<file path="src/include/stream_mem_consts.svh">
`ifndef STREAM_MEM_CONSTS_SVH
`define STREAM_MEM_CONSTS_SVH

// --------------------
// bus and stream widths
// --------------------
`define SM_DATA_W       128
`define SM_ADDR_W       32
`define SM_ID_W         8
`define SM_LEN_W        8
// header length field, beats minus one
`define SM_TOTAL_W      28

// burst limit in beats, 256 x 16 bytes keeps a burst inside 4 KB
`define SM_MAX_BURST    256
// bytes moved per 128-bit beat
`define SM_BEAT_BYTES   16

// --------------------
// header word layout
// --------------------
`define SM_HDR_RST_BIT  0
`define SM_HDR_LEN_MSB  31
`define SM_HDR_LEN_LSB  4
`define SM_HDR_ADDR_LSB 32
`define SM_HDR_CMD_MSB  127
`define SM_HDR_CMD_LSB  125

`endif

</file>
<file path="src/source/stream_mem_pkg.sv">
`default_nettype none

`include "stream_mem_consts.svh"

package stream_mem_pkg;

    // plain vectors for the widths that carry a meaning
    typedef logic [`SM_DATA_W-1:0]  stream_word_t;
    typedef logic [`SM_ADDR_W-1:0]  mem_addr_t;
    typedef logic [`SM_ID_W-1:0]    mem_id_t;
    typedef logic [`SM_LEN_W-1:0]   burst_len_t;
    typedef logic [`SM_TOTAL_W-1:0] total_beats_t;

    // command field of the header word
    typedef enum logic [2:0] {
        CMD_READ       = 3'd0,
        CMD_DDR3_RESET = 3'd2,
        CMD_STATUS     = 3'd3,
        CMD_WRITE      = 3'd4
    } stream_cmd_t;

    // controller states
    typedef enum logic [2:0] {
        ST_IDLE,
        ST_WRITE_ADDR,
        ST_WRITE_DATA,
        ST_READ_ADDR,
        ST_STATUS
    } ctrl_state_t;

endpackage

`default_nettype wire

</file>
<file path="src/source/ctrl_fsm.sv">
`default_nettype none

`include "stream_mem_consts.svh"

module ctrl_fsm
    import stream_mem_pkg::*;
(
    input  wire logic    clk,
    input  wire logic    rst_q,
    input  wire logic    si_valid,
    input  stream_word_t si_data,
    input  wire logic    so_ready,
    input  wire logic    aw_ready,
    input  wire logic    w_ready,
    input  wire logic    ar_ready,
    input  wire logic    last_burst,
    input  burst_len_t   burst_len,
    output logic         si_ready,
    output logic         aw_valid,
    output logic         w_valid,
    output logic         w_last,
    output logic         ar_valid,
    output logic         hdr_load,
    output logic         burst_next,
    output logic         ddr3_load,
    output logic         status_active
);

    ctrl_state_t        state;
    ctrl_state_t        state_nxt;
    stream_cmd_t        hdr_cmd;
    logic [`SM_LEN_W:0] beat_cnt;
    logic               aw_fire;
    logic               w_fire;
    logic               ar_fire;

    // command field, only meaningful while a header is offered in idle
    assign hdr_cmd = stream_cmd_t'(si_data[`SM_HDR_CMD_MSB:`SM_HDR_CMD_LSB]);

    assign aw_fire = aw_valid & aw_ready;
    assign w_fire  = w_valid & w_ready;
    assign ar_fire = ar_valid & ar_ready;

    // every accepted header reloads the splitter, harmless for non-transfer commands
    assign hdr_load      = (state == ST_IDLE) & si_valid;
    assign ddr3_load     = hdr_load & (hdr_cmd == CMD_DDR3_RESET);
    assign status_active = (state == ST_STATUS);

    // last beat of the burst, only flagged alongside a valid beat
    assign w_last = w_valid & (beat_cnt == 1);

    // --------------------
    // state register
    // --------------------
    always_ff @(posedge clk) begin
        if (rst_q) begin
            state <= ST_IDLE;
        end else begin
            state <= state_nxt;
        end
    end

    // beats left in the current write burst
    always_ff @(posedge clk) begin
        if (rst_q) begin
            beat_cnt <= '0;
        end else if (aw_fire) begin
            beat_cnt <= {1'b0, burst_len} + 1'b1;
        end else if (w_fire) begin
            beat_cnt <= beat_cnt - 1'b1;
        end
    end

    // --------------------
    // next state and handshakes
    // --------------------
    always_comb begin
        state_nxt  = state;
        si_ready   = 1'b0;
        aw_valid   = 1'b0;
        w_valid    = 1'b0;
        ar_valid   = 1'b0;
        burst_next = 1'b0;
        case (state)
            ST_IDLE: begin
                // header taken the cycle it shows up
                si_ready = si_valid;
                if (si_valid) begin
                    case (hdr_cmd)
                        CMD_WRITE:  state_nxt = ST_WRITE_ADDR;
                        CMD_READ:   state_nxt = ST_READ_ADDR;
                        CMD_STATUS: state_nxt = ST_STATUS;
                        // ddr3 reset and unknown codes stay idle
                        default:    state_nxt = ST_IDLE;
                    endcase
                end
            end
            ST_WRITE_ADDR: begin
                aw_valid = 1'b1;
                if (aw_ready) begin
                    state_nxt = ST_WRITE_DATA;
                end
            end
            ST_WRITE_DATA: begin
                // stream words go straight onto the write data channel
                w_valid  = si_valid;
                si_ready = si_valid & w_ready;
                if (w_fire && beat_cnt == 1) begin
                    if (last_burst) begin
                        state_nxt = ST_IDLE;
                    end else begin
                        burst_next = 1'b1;
                        state_nxt  = ST_WRITE_ADDR;
                    end
                end
            end
            ST_READ_ADDR: begin
                // issue every read burst back to back, data returns on its own
                ar_valid = 1'b1;
                if (ar_fire) begin
                    if (last_burst) begin
                        state_nxt = ST_IDLE;
                    end else begin
                        burst_next = 1'b1;
                    end
                end
            end
            ST_STATUS: begin
                // status word shown by stream_return until taken
                if (so_ready) begin
                    state_nxt = ST_IDLE;
                end
            end
            default: begin
                state_nxt = ST_IDLE;
            end
        endcase
    end

endmodule

`default_nettype wire

</file>
<file path="src/source/burst_splitter.sv">
`default_nettype none

`include "stream_mem_consts.svh"

module burst_splitter
    import stream_mem_pkg::*;
(
    input  wire logic    clk,
    input  wire logic    rst_q,
    input  stream_word_t si_data,
    input  wire logic    hdr_load,
    input  wire logic    burst_next,
    output mem_addr_t    burst_addr,
    output burst_len_t   burst_len,
    output mem_id_t      burst_id,
    output logic         last_burst
);

    localparam total_beats_t MAX_BEATS = total_beats_t'(`SM_MAX_BURST);
    localparam total_beats_t FULL_LEN  = total_beats_t'(`SM_MAX_BURST - 1);

    total_beats_t hdr_total;
    mem_addr_t    hdr_addr;
    total_beats_t remain;
    mem_addr_t    burst_step;
    logic         hdr_long;
    logic         remain_long;

    // header fields
    assign hdr_total = si_data[`SM_HDR_LEN_MSB:`SM_HDR_LEN_LSB];
    assign hdr_addr  = si_data[`SM_HDR_ADDR_LSB +: `SM_ADDR_W];

    // transfer needs more than one burst
    assign hdr_long    = (hdr_total >= FULL_LEN);
    assign remain_long = (remain > MAX_BEATS);

    // byte distance covered by the current burst
    assign burst_step = (mem_addr_t'(burst_len) + mem_addr_t'(1))
                        * mem_addr_t'(`SM_BEAT_BYTES);

    assign last_burst = (remain == '0);

    // --------------------
    // remaining beats and ID
    // --------------------
    always_ff @(posedge clk) begin
        if (rst_q) begin
            remain   <= '0;
            burst_id <= '0;
        end else if (hdr_load) begin
            burst_id <= '0;
            remain   <= hdr_long ? hdr_total - FULL_LEN : '0;
        end else if (burst_next) begin
            burst_id <= burst_id + 1'b1;
            remain   <= remain_long ? remain - MAX_BEATS : '0;
        end
    end

    // address and length of the burst on offer
    always_ff @(posedge clk) begin
        if (hdr_load) begin
            burst_addr <= hdr_addr;
            burst_len  <= hdr_long ? burst_len_t'(FULL_LEN) : burst_len_t'(hdr_total);
        end else if (burst_next) begin
            burst_addr <= burst_addr + burst_step;
            // tail burst takes whatever is left
            burst_len  <= remain_long ? burst_len_t'(FULL_LEN)
                                      : burst_len_t'(remain - 1'b1);
        end
    end

endmodule

`default_nettype wire

</file>
<file path="src/source/stream_return.sv">
`default_nettype none

`include "stream_mem_consts.svh"

module stream_return
    import stream_mem_pkg::*;
(
    input  wire logic    clk,
    input  wire logic    rst_q,
    input  stream_word_t si_data,
    input  wire logic    ddr3_load,
    input  wire logic    status_active,
    input  wire logic    init_cmptd,
    input  wire logic    r_valid,
    input  stream_word_t r_data,
    input  wire logic    so_ready,
    output logic         ddr3_reset,
    output logic         so_valid,
    output stream_word_t so_data,
    output logic         r_ready
);

    logic         init_q;
    stream_word_t status_word;

    // ddr3 reset line, written from bit 0 of a reset header
    always_ff @(posedge clk) begin
        if (rst_q) begin
            ddr3_reset <= 1'b0;
        end else if (ddr3_load) begin
            ddr3_reset <= si_data[`SM_HDR_RST_BIT];
        end
    end

    // calibration done comes from the memory clock side
    always_ff @(posedge clk) begin
        init_q <= init_cmptd;
    end

    // --------------------
    // output stream mux
    // --------------------
    // bit 1 calibration done, bit 0 ddr3 reset
    assign status_word = {{(`SM_DATA_W-2){1'b0}}, init_q, ddr3_reset};

    // read data flows through unless the status word holds the stream
    assign so_valid = status_active ? 1'b1 : r_valid;
    assign so_data  = status_active ? status_word : r_data;
    assign r_ready  = status_active ? 1'b0 : so_ready;

endmodule

`default_nettype wire

</file>
<file path="src/source/stream_mem_ctrl.sv">
`default_nettype none

module stream_mem_ctrl
    import stream_mem_pkg::*;
(
    input  wire logic   clk,
    input  wire logic   rst_q,

    // input stream, header word then write data
    input  wire logic   si_valid,
    output logic        si_ready,
    input  stream_word_t si_data,

    // output stream, read data or status word
    output logic        so_valid,
    input  wire logic   so_ready,
    output stream_word_t so_data,

    // write address channel
    output logic        aw_valid,
    input  wire logic   aw_ready,
    output mem_addr_t   aw_addr,
    output burst_len_t  aw_len,
    output mem_id_t     aw_id,

    // write data channel
    output logic        w_valid,
    input  wire logic   w_ready,
    output stream_word_t w_data,
    output logic        w_last,

    // read address channel
    output logic        ar_valid,
    input  wire logic   ar_ready,
    output mem_addr_t   ar_addr,
    output burst_len_t  ar_len,
    output mem_id_t     ar_id,

    // read data channel
    input  wire logic   r_valid,
    output logic        r_ready,
    input  stream_word_t r_data,

    // DDR3 side band
    output logic        ddr3_reset,
    input  wire logic   init_cmptd
);

    // --------------------
    // internal links
    // --------------------
    logic       hdr_load;
    logic       burst_next;
    logic       ddr3_load;
    logic       status_active;
    logic       last_burst;
    mem_addr_t  burst_addr;
    burst_len_t burst_len;
    mem_id_t    burst_id;

    // only one transfer runs at a time so both address channels share the splitter
    assign aw_addr = burst_addr;
    assign aw_len  = burst_len;
    assign aw_id   = burst_id;
    assign ar_addr = burst_addr;
    assign ar_len  = burst_len;
    assign ar_id   = burst_id;

    // bus data width equals stream width
    assign w_data = si_data;

    ctrl_fsm u_ctrl_fsm (
        .clk           (clk),
        .rst_q         (rst_q),
        .si_valid      (si_valid),
        .si_data       (si_data),
        .so_ready      (so_ready),
        .aw_ready      (aw_ready),
        .w_ready       (w_ready),
        .ar_ready      (ar_ready),
        .last_burst    (last_burst),
        .burst_len     (burst_len),
        .si_ready      (si_ready),
        .aw_valid      (aw_valid),
        .w_valid       (w_valid),
        .w_last        (w_last),
        .ar_valid      (ar_valid),
        .hdr_load      (hdr_load),
        .burst_next    (burst_next),
        .ddr3_load     (ddr3_load),
        .status_active (status_active)
    );

    burst_splitter u_burst_splitter (
        .clk        (clk),
        .rst_q      (rst_q),
        .si_data    (si_data),
        .hdr_load   (hdr_load),
        .burst_next (burst_next),
        .burst_addr (burst_addr),
        .burst_len  (burst_len),
        .burst_id   (burst_id),
        .last_burst (last_burst)
    );

    stream_return u_stream_return (
        .clk           (clk),
        .rst_q         (rst_q),
        .si_data       (si_data),
        .ddr3_load     (ddr3_load),
        .status_active (status_active),
        .init_cmptd    (init_cmptd),
        .r_valid       (r_valid),
        .r_data        (r_data),
        .so_ready      (so_ready),
        .ddr3_reset    (ddr3_reset),
        .so_valid      (so_valid),
        .so_data       (so_data),
        .r_ready       (r_ready)
    );

endmodule

`default_nettype wire

</file>
<file path="config.mk">
export PLATFORM = sky130hd
export DESIGN_NAME = stream_mem_ctrl
export DESIGN_NICKNAME = d
export VERILOG_FILES = /design/src/source/stream_mem_pkg.sv /design/src/source/ctrl_fsm.sv /design/src/source/burst_splitter.sv /design/src/source/stream_return.sv /design/src/source/stream_mem_ctrl.sv
export VERILOG_INCLUDE_DIRS = /design/src /design/src/include
export SDC_FILE = /design/constraint.sdc
export NUM_CORES = 1
export LEC_CHECK = 0
export BUFFER_PORTS_ARGS = -buffer_cell sky130_fd_sc_hd__buf_2
export CAP_MARGIN = 20
export CORE_AREA = 2 2 242 244
export DETAILED_ROUTE_END_ITERATION = 8
export DIE_AREA = 0 0 244 246
export GPL_ROUTABILITY_DRIVEN = 1
export PLACE_DENSITY = 0.36
export SLEW_MARGIN = 40
export SYNTH_ARGS = -nofsm -noshare
export SYNTH_HDL_FRONTEND = slang
export SYNTH_SLANG_ARGS = --single-unit
</file>
<file path="constraint.sdc">
create_clock -name clk -period 3.2 [get_ports clk]
set_clock_uncertainty 0.1 [all_clocks]
set_input_delay 0.16 -clock clk [delete_from_list [all_inputs] [get_ports clk]]
set_output_delay 0.16 -clock clk [all_outputs]
set_load 0.1 [all_outputs]
</file>
Word level (Yosys, flattened, before mapping). Index checks and enable logic that the tools add are counted.

Add/subtract/negate cells: 8. Bitwise logic cells: 7. Equality and inequality tests: 14. Reduce and logical (&&, ||, !) cells: 8. Muxes and demuxes: 32. $lt $le $gt $ge: 2.

Operator list (count): 128-bit two-way mux (1); 28-bit two-way mux (4); 32-bit two-way mux (2); 32-bit adder (1); 8-bit two-way mux (4); 28-bit by 8-bit >= comparator with 1-bit output, second input constant (1); 28-bit by 9-bit > comparator with 1-bit output, second input constant (1); 28-bit logical NOT (1); 28-bit by 8-bit subtractor with 28-bit output, second input constant (1); 28-bit by 9-bit subtractor with 28-bit output, second input constant (1); 8-bit by 1-bit adder with 9-bit output, second input constant (2); 3-bit two-way mux (6); 9-bit two-way mux (2); 3-bit case mux with 5 select lines (1); 3-bit by 2-bit == test with 1-bit output, second input constant (4); 9-bit by 1-bit == test with 1-bit output, second input constant (1); 1-bit two-way mux (9); 3-bit case mux with 3 select lines (1); 9-bit by 1-bit subtractor with 9-bit output, second input constant (1); 8-bit by 1-bit adder with 8-bit output, second input constant (1); 2-bit != test, second input constant (4); 8-bit by 1-bit subtractor with 8-bit output, second input constant (1); 1-bit AND (7); 3-bit == test, second input constant (2); other kinds (8) (12).

Output and inout bits: 360. Register bits after elaboration: 90. Bits of input ports: 265. Word-level logic and storage cells: 79.

Longest topological paths before layout.
Depth after elaboration: 8. Depth in mapped cells: 13. Mapped depth without buffers: 11.

Hierarchy. From an unflattened synthesis, not the netlist that was laid out.

Cells, all modules: 1004. Area total of the unflattened synthesis: 8179.1 µm².

By module, submodules not included: burst_splitter (area an instance 4917.2 µm², instances 1, cells each 557, seq. area each 1921.8 µm²); stream_mem_ctrl (area an instance 1321.3 µm², instances 1, cells each 176, seq. area each 0.0 µm²); ctrl_fsm (area an instance 996.0 µm², instances 1, cells each 123, seq. area each 240.2 µm²); stream_return (area an instance 944.7 µm², instances 1, cells each 148, seq. area each 40.0 µm²).

Worst setup path before layout. No wires, ideal clock.

Path type: register to register. Start point: register u_ctrl_fsm.state[0]. End point: register u_ctrl_fsm.beat_cnt[0]. Arrival time: 4021 ps. Library setup time: 91 ps. Slack: -1012 ps. Required time: 3009 ps. Clock period less this slack: 4212 ps. Cell stages (with the launch flop): 6. Path buffers: 2. Cells stage by stage: dfxtp_1 clkbuf_1 nor3b_1 nand2_1 clkbuf_1 a311oi_1.

Longest elaborated chain between the ends: 4. Elaborated cells on any way between the ends: 8. Those cells by class: 2 x eq/ne; 3 x mux; 2 x bitwise; 1 x reduce/logical.

Ends and longest elaborated chain: start: declaration (RTL line ctrl_fsm.sv:29) `ctrl_state_t state;`; start signal: assignment (RTL line ctrl_fsm.sv:59) `state <= state_nxt;`; 3-bit by 1-bit == test with 1-bit output (*) (RTL line ctrl_fsm.sv:84) `case (state)`; 1-bit two-way mux (*) (RTL line ctrl_fsm.sv:84); named net aw_valid (RTL line stream_mem_ctrl.sv:20) `output logic aw_valid,`; 1-bit AND (*) (RTL line ctrl_fsm.sv:40) `assign aw_fire = aw_valid & aw_ready;`; 9-bit two-way mux / 2-bit nonzero test (equally long branches); end signal: assignment (RTL line ctrl_fsm.sv:68) `beat_cnt <= {1'b0, burst_len} + 1'b1;`; end signal: assignment (RTL line ctrl_fsm.sv:70) `beat_cnt <= beat_cnt - 1'b1;`; end: declaration (RTL line ctrl_fsm.sv:32) `` logic [`SM_LEN_W:0] beat_cnt; ``.

The timed path passes the listed nets; every way through them passes the cells marked *. A chain may end at the register's enable or synchronous reset.

Worst setup path after layout.
Start point: register u_burst_splitter.burst_len[0]. End point: register u_burst_splitter.burst_addr[20], data pin.

Longest elaborated chain between the ends: 4.

Ends and longest elaborated chain: start: declaration (RTL line burst_splitter.sv:14) `output burst_len_t burst_len,`; start signal: assignment (RTL line burst_splitter.sv:63) `burst_len <= hdr_long ? burst_len_t'(FULL_LEN) : burst_len_t'(hdr_total);`; start signal: assignment (RTL line burst_splitter.sv:67) `burst_len <= remain_long ? burst_len_t'(FULL_LEN)`; 8-bit by 1-bit adder with 9-bit output (RTL line burst_splitter.sv:38) `assign burst_step = (mem_addr_t'(burst_len) + mem_addr_t'(1))`; 32-bit adder (RTL line burst_splitter.sv:65) `burst_addr <= burst_addr + burst_step;`; 32-bit two-way mux (RTL line burst_splitter.sv:64) `end else if (burst_next) begin`; 32-bit two-way mux (RTL line burst_splitter.sv:61) `if (hdr_load) begin`; end signal: assignment (RTL line burst_splitter.sv:62) `burst_addr <= hdr_addr;`; end signal: assignment (RTL line burst_splitter.sv:65); end: declaration (RTL line burst_splitter.sv:13) `output mem_addr_t burst_addr,`.

Every way passes these cells. The select of a mux whose other input is x is not followed.

==> out/qor.csv <==
metric,value,unit
syn_inst,979,
postPlaceCellArea,10400,sq um
wl,46600,microns
regToRegSetupSlack,0.21,ns
ys_seq_area_share,27.0,%
synth-compound-area-share,13.3,%
core_area,57400,sq um
powerDensity,625,nW/um^2
ys_ff_latch,90,
endpoint_kind,flop,
cp.arrival,3.02,ns
hp-class,in -> reg,
ys_warn_count,0,
synth_top_family_by_area,simple AND/OR/NAND/NOR gates,
worst_slack,0.207,ns
start_util,14.2,%
holdWs,0.0205,ns
path_class,reg -> reg,
grt_setup_unrepaired,no,
fin_crit,2.99,ns
startpoint_type,flop,
grt_max_degree,63,
num_vias,8358,
path_clk_slew,0.08,ns
yosys.area_share.adder,2.85,%
critPathLaunch,u_burst_splitter.burst_len[0],
ctsRootBufferMaster,clkbuf_16,
tightestPinTransition,0.758,ns
cts_tree,built,
finalCritPeriodShare,93.5,%
globalplace.congestion,0.863,
path_max_fanout,17,
worst_path_max_delay_cell,or4b_1,
final_nets,1611,
grt_pass1_vias,8131,
dpl_worst_slack,0.116,ns
fp.dieW,244,microns
antenna_found_initial,23,
grt_pass1_wl,62700,microns
synth_edf_count,40,
ant_nets,0,
worstPathRequired,3.22,ns
worstReg2RegStart,u_burst_splitter.burst_len[0],
cts_sinks,90,
hold_viol_final,0,
cts_buffers,9,
std_cell_rows,88,
ys.flop_type,dfxtp_1,
cap_violations,0,
async_flop_share,0,%
layout-drive-gt1-share,45.1,%
synth_area,8160,sq um
slew_viol_final,0,
vias_per_cell,3.98,
hpwlAfterDp,39800,microns
use_met2,26.0,%
port-buffer-count,496,
synth.distinct_cells,77,
synth_xor_area_share,6.98,%
worstPathCellList,and3_1 > nand3_1 > nor2_1 > xor2_1 > ha_1 > o21a_1 > o21ai_2 > nor2b_1 > buf_6 > or4b_1 > xor2_1 > o21ai_1,
dr.first_iter.drc_count,416,
clockBufferDepth,2,
synth.avg_cell_area,8.33,sq um
synth_mux_area_share,1.26,%
syn_nets,1262,
grt_use_total,14.8,%
synth_top_area_share,16.2,%
grt_overflow,0,
yosys.area.top_type,buf_4,
post_drt_wl_per_cell,22.2,microns
cp_common_cell,xor2_1,
yosys.area_share.simple,29.6,%
first_pass_iters,4,
synthTopCellsByArea,"buf_4, edfxtp_1, dfxtp_1",
top_usage_layer,met2,
clk-insertion-delay-late,0.37,ns
remaining_drc_errors,0,
max_freq,334,MHz
cpPeakStageDelay,0.49,ns
grt_use_met3,7.22,%
met1_usage,16.0,%
setup-violations-final,0,
cts_max_level,3,
dieArea,60000,sq um
power.leakage,4.77,nW
ios,625,
finalInstanceArea,11000,sq um
syn_to_final_growth,35.3,%
min-delay-start,si_data[52],
outcome,"finished, final reports clean",
die_h,246,microns
slew_headroom,49.3,%
ir_worst_vdd,0.417,mV
-- cell families after synthesis --
| logic type | Yosys count |
|---|---|
| flip-flops | 90 |
| AO/OA/AOI/OAI | 154 |
| adder cells (fa/ha/maj) | 18 |
| buffers and inverters | 230 |
| XOR/XNOR | 65 |
| multiplexers | 10 |
| AND/OR/NAND/NOR | 412 |
-- cell usage in the layout (no fill, tap or decap), drive strengths merged, types with 4 or more instances in the layout --
| cell | netlist | routed |
|---|---|---|
| and3 | 10 | 10 |
| nor3b | 5 | 5 |
| a22o | 8 | 8 |
| edfxtp | 40 | 40 |
| a21oi | 16 | 16 |
| nor3 | 33 | 33 |
| a31oi | 4 | 4 |
| nor4b | 12 | 12 |
| nand3 | 17 | 17 |
| a32o | 14 | 14 |
| nand2 | 66 | 66 |
| ha | 17 | 17 |
| or4 | 6 | 6 |
| inv | 14 | 18 |
| clkbuf | 30 | 9 |
| xnor2 | 40 | 40 |
| o22ai | 8 | 8 |
| dlygate4sd3 | 0 | 27 |
| a211oi | 12 | 12 |
| o22a | 8 | 8 |
| dfxtp | 50 | 50 |
| nand4 | 13 | 13 |
| buf | 186 | 527 |
| o21ai | 53 | 53 |
| nand2b | 7 | 7 |
| or2 | 5 | 5 |
| and2 | 6 | 6 |
| xor2 | 25 | 25 |
| mux2i | 8 | 8 |
| or3 | 13 | 13 |
| nor4 | 18 | 18 |
| nor2 | 62 | 62 |
| o31ai | 5 | 5 |
| nor2b | 132 | 132 |
-- registers in the layout, indices dropped and copies added, names as in the netlist --
| register | flops |
|---|---|
| u_burst_splitter.burst_addr | 32 |
| u_burst_splitter.remain | 28 |
| u_ctrl_fsm.beat_cnt | 9 |
| u_burst_splitter.burst_id | 8 |
| u_burst_splitter.burst_len | 8 |
| u_ctrl_fsm.state | 3 |
| u_stream_return.ddr3_reset | 1 |
| u_stream_return.init_q | 1 |
-- area by class of cell --
type	count	area (sq um)
fillers	6504	46300
clock buffers	9	225
diodes	3	7.51
repair buffers	554	3010
inverters	14	52.6
multi-input cells	659	4500
well taps	765	957
clock inverters	7	72.6
flip-flops and latches	90	2200
-- critical path: cells and delay by family, from the launching register on --
kind	cells	cell delay, ns
buf+inv	1	0.16
flops	1	0.47
compound gates	3	0.29
xor+xnor	2	0.30
fa+ha+maj	1	0.36
simple gates	5	1.04
-- stage by stage --
step / TNS [ns] / utilization, % / power [W] / instances
4_1_cts: 0 / 19.2 / 0.00699 / 2094
3_3_place_gp: 0 / 18.2 / 0.00580 / 2051
5_1_grt: 0 / 19.2 / 0.00722 / 2100
3_5_place_dp: 0 / 18.2 / 0.00580 / 2051
6_report: 0 / 19.2 / 0.00690 / 2101
2_1_floorplan: -5.31 / - / 0.00541 / 979
-- metal layers --
metal  share of wire (%)  up-vias
met1                  38     3912
met2                  49      426
met4                 2.2       12
li1                    -     3948
met5                0.17        -
met3                  11       60
-- final timing paths --
check                               endpoint  cells after the start
max          u_burst_splitter.burst_addr[20]                     12
min          u_burst_splitter.burst_addr[20]                      3
max reg2reg  u_burst_splitter.burst_addr[20]                     12
min reg2reg       u_burst_splitter.remain[0]                      2
-- synth_stat cells (9+ instances only) --
cell type,instances
a211oi_1,12
a21oi_1,16
a32o_1,12
and3_1,10
buf_4,176
clkbuf_1,30
dfxtp_1,50
edfxtp_1,40
ha_1,17
inv_1,12
nand2_1,66
nand3_1,17
nand4_1,12
nor2_1,59
nor2b_1,132
nor3_1,29
nor4_1,10
nor4b_1,9
o21ai_0,37
o21ai_1,16
or3_1,11
xnor2_1,40
xor2_1,25
-- report_power, final --
group / internal [W] / switching, W
Combinational: 0.000889 / 0.00332
Clock: 0.000553 / 0.000577
Sequential: 0.00138 / 0.000183
-- what timing repair did --
action / in CTS / in global routing
endpoints found under the setup margin: 0 / 6
gates resized for setup: 0 / 1
hold buffers: 27 / 0
endpoints found under the hold margin: 27 / 0
setup buffers: 0 / 4
(Power assumes the default switching activity.)
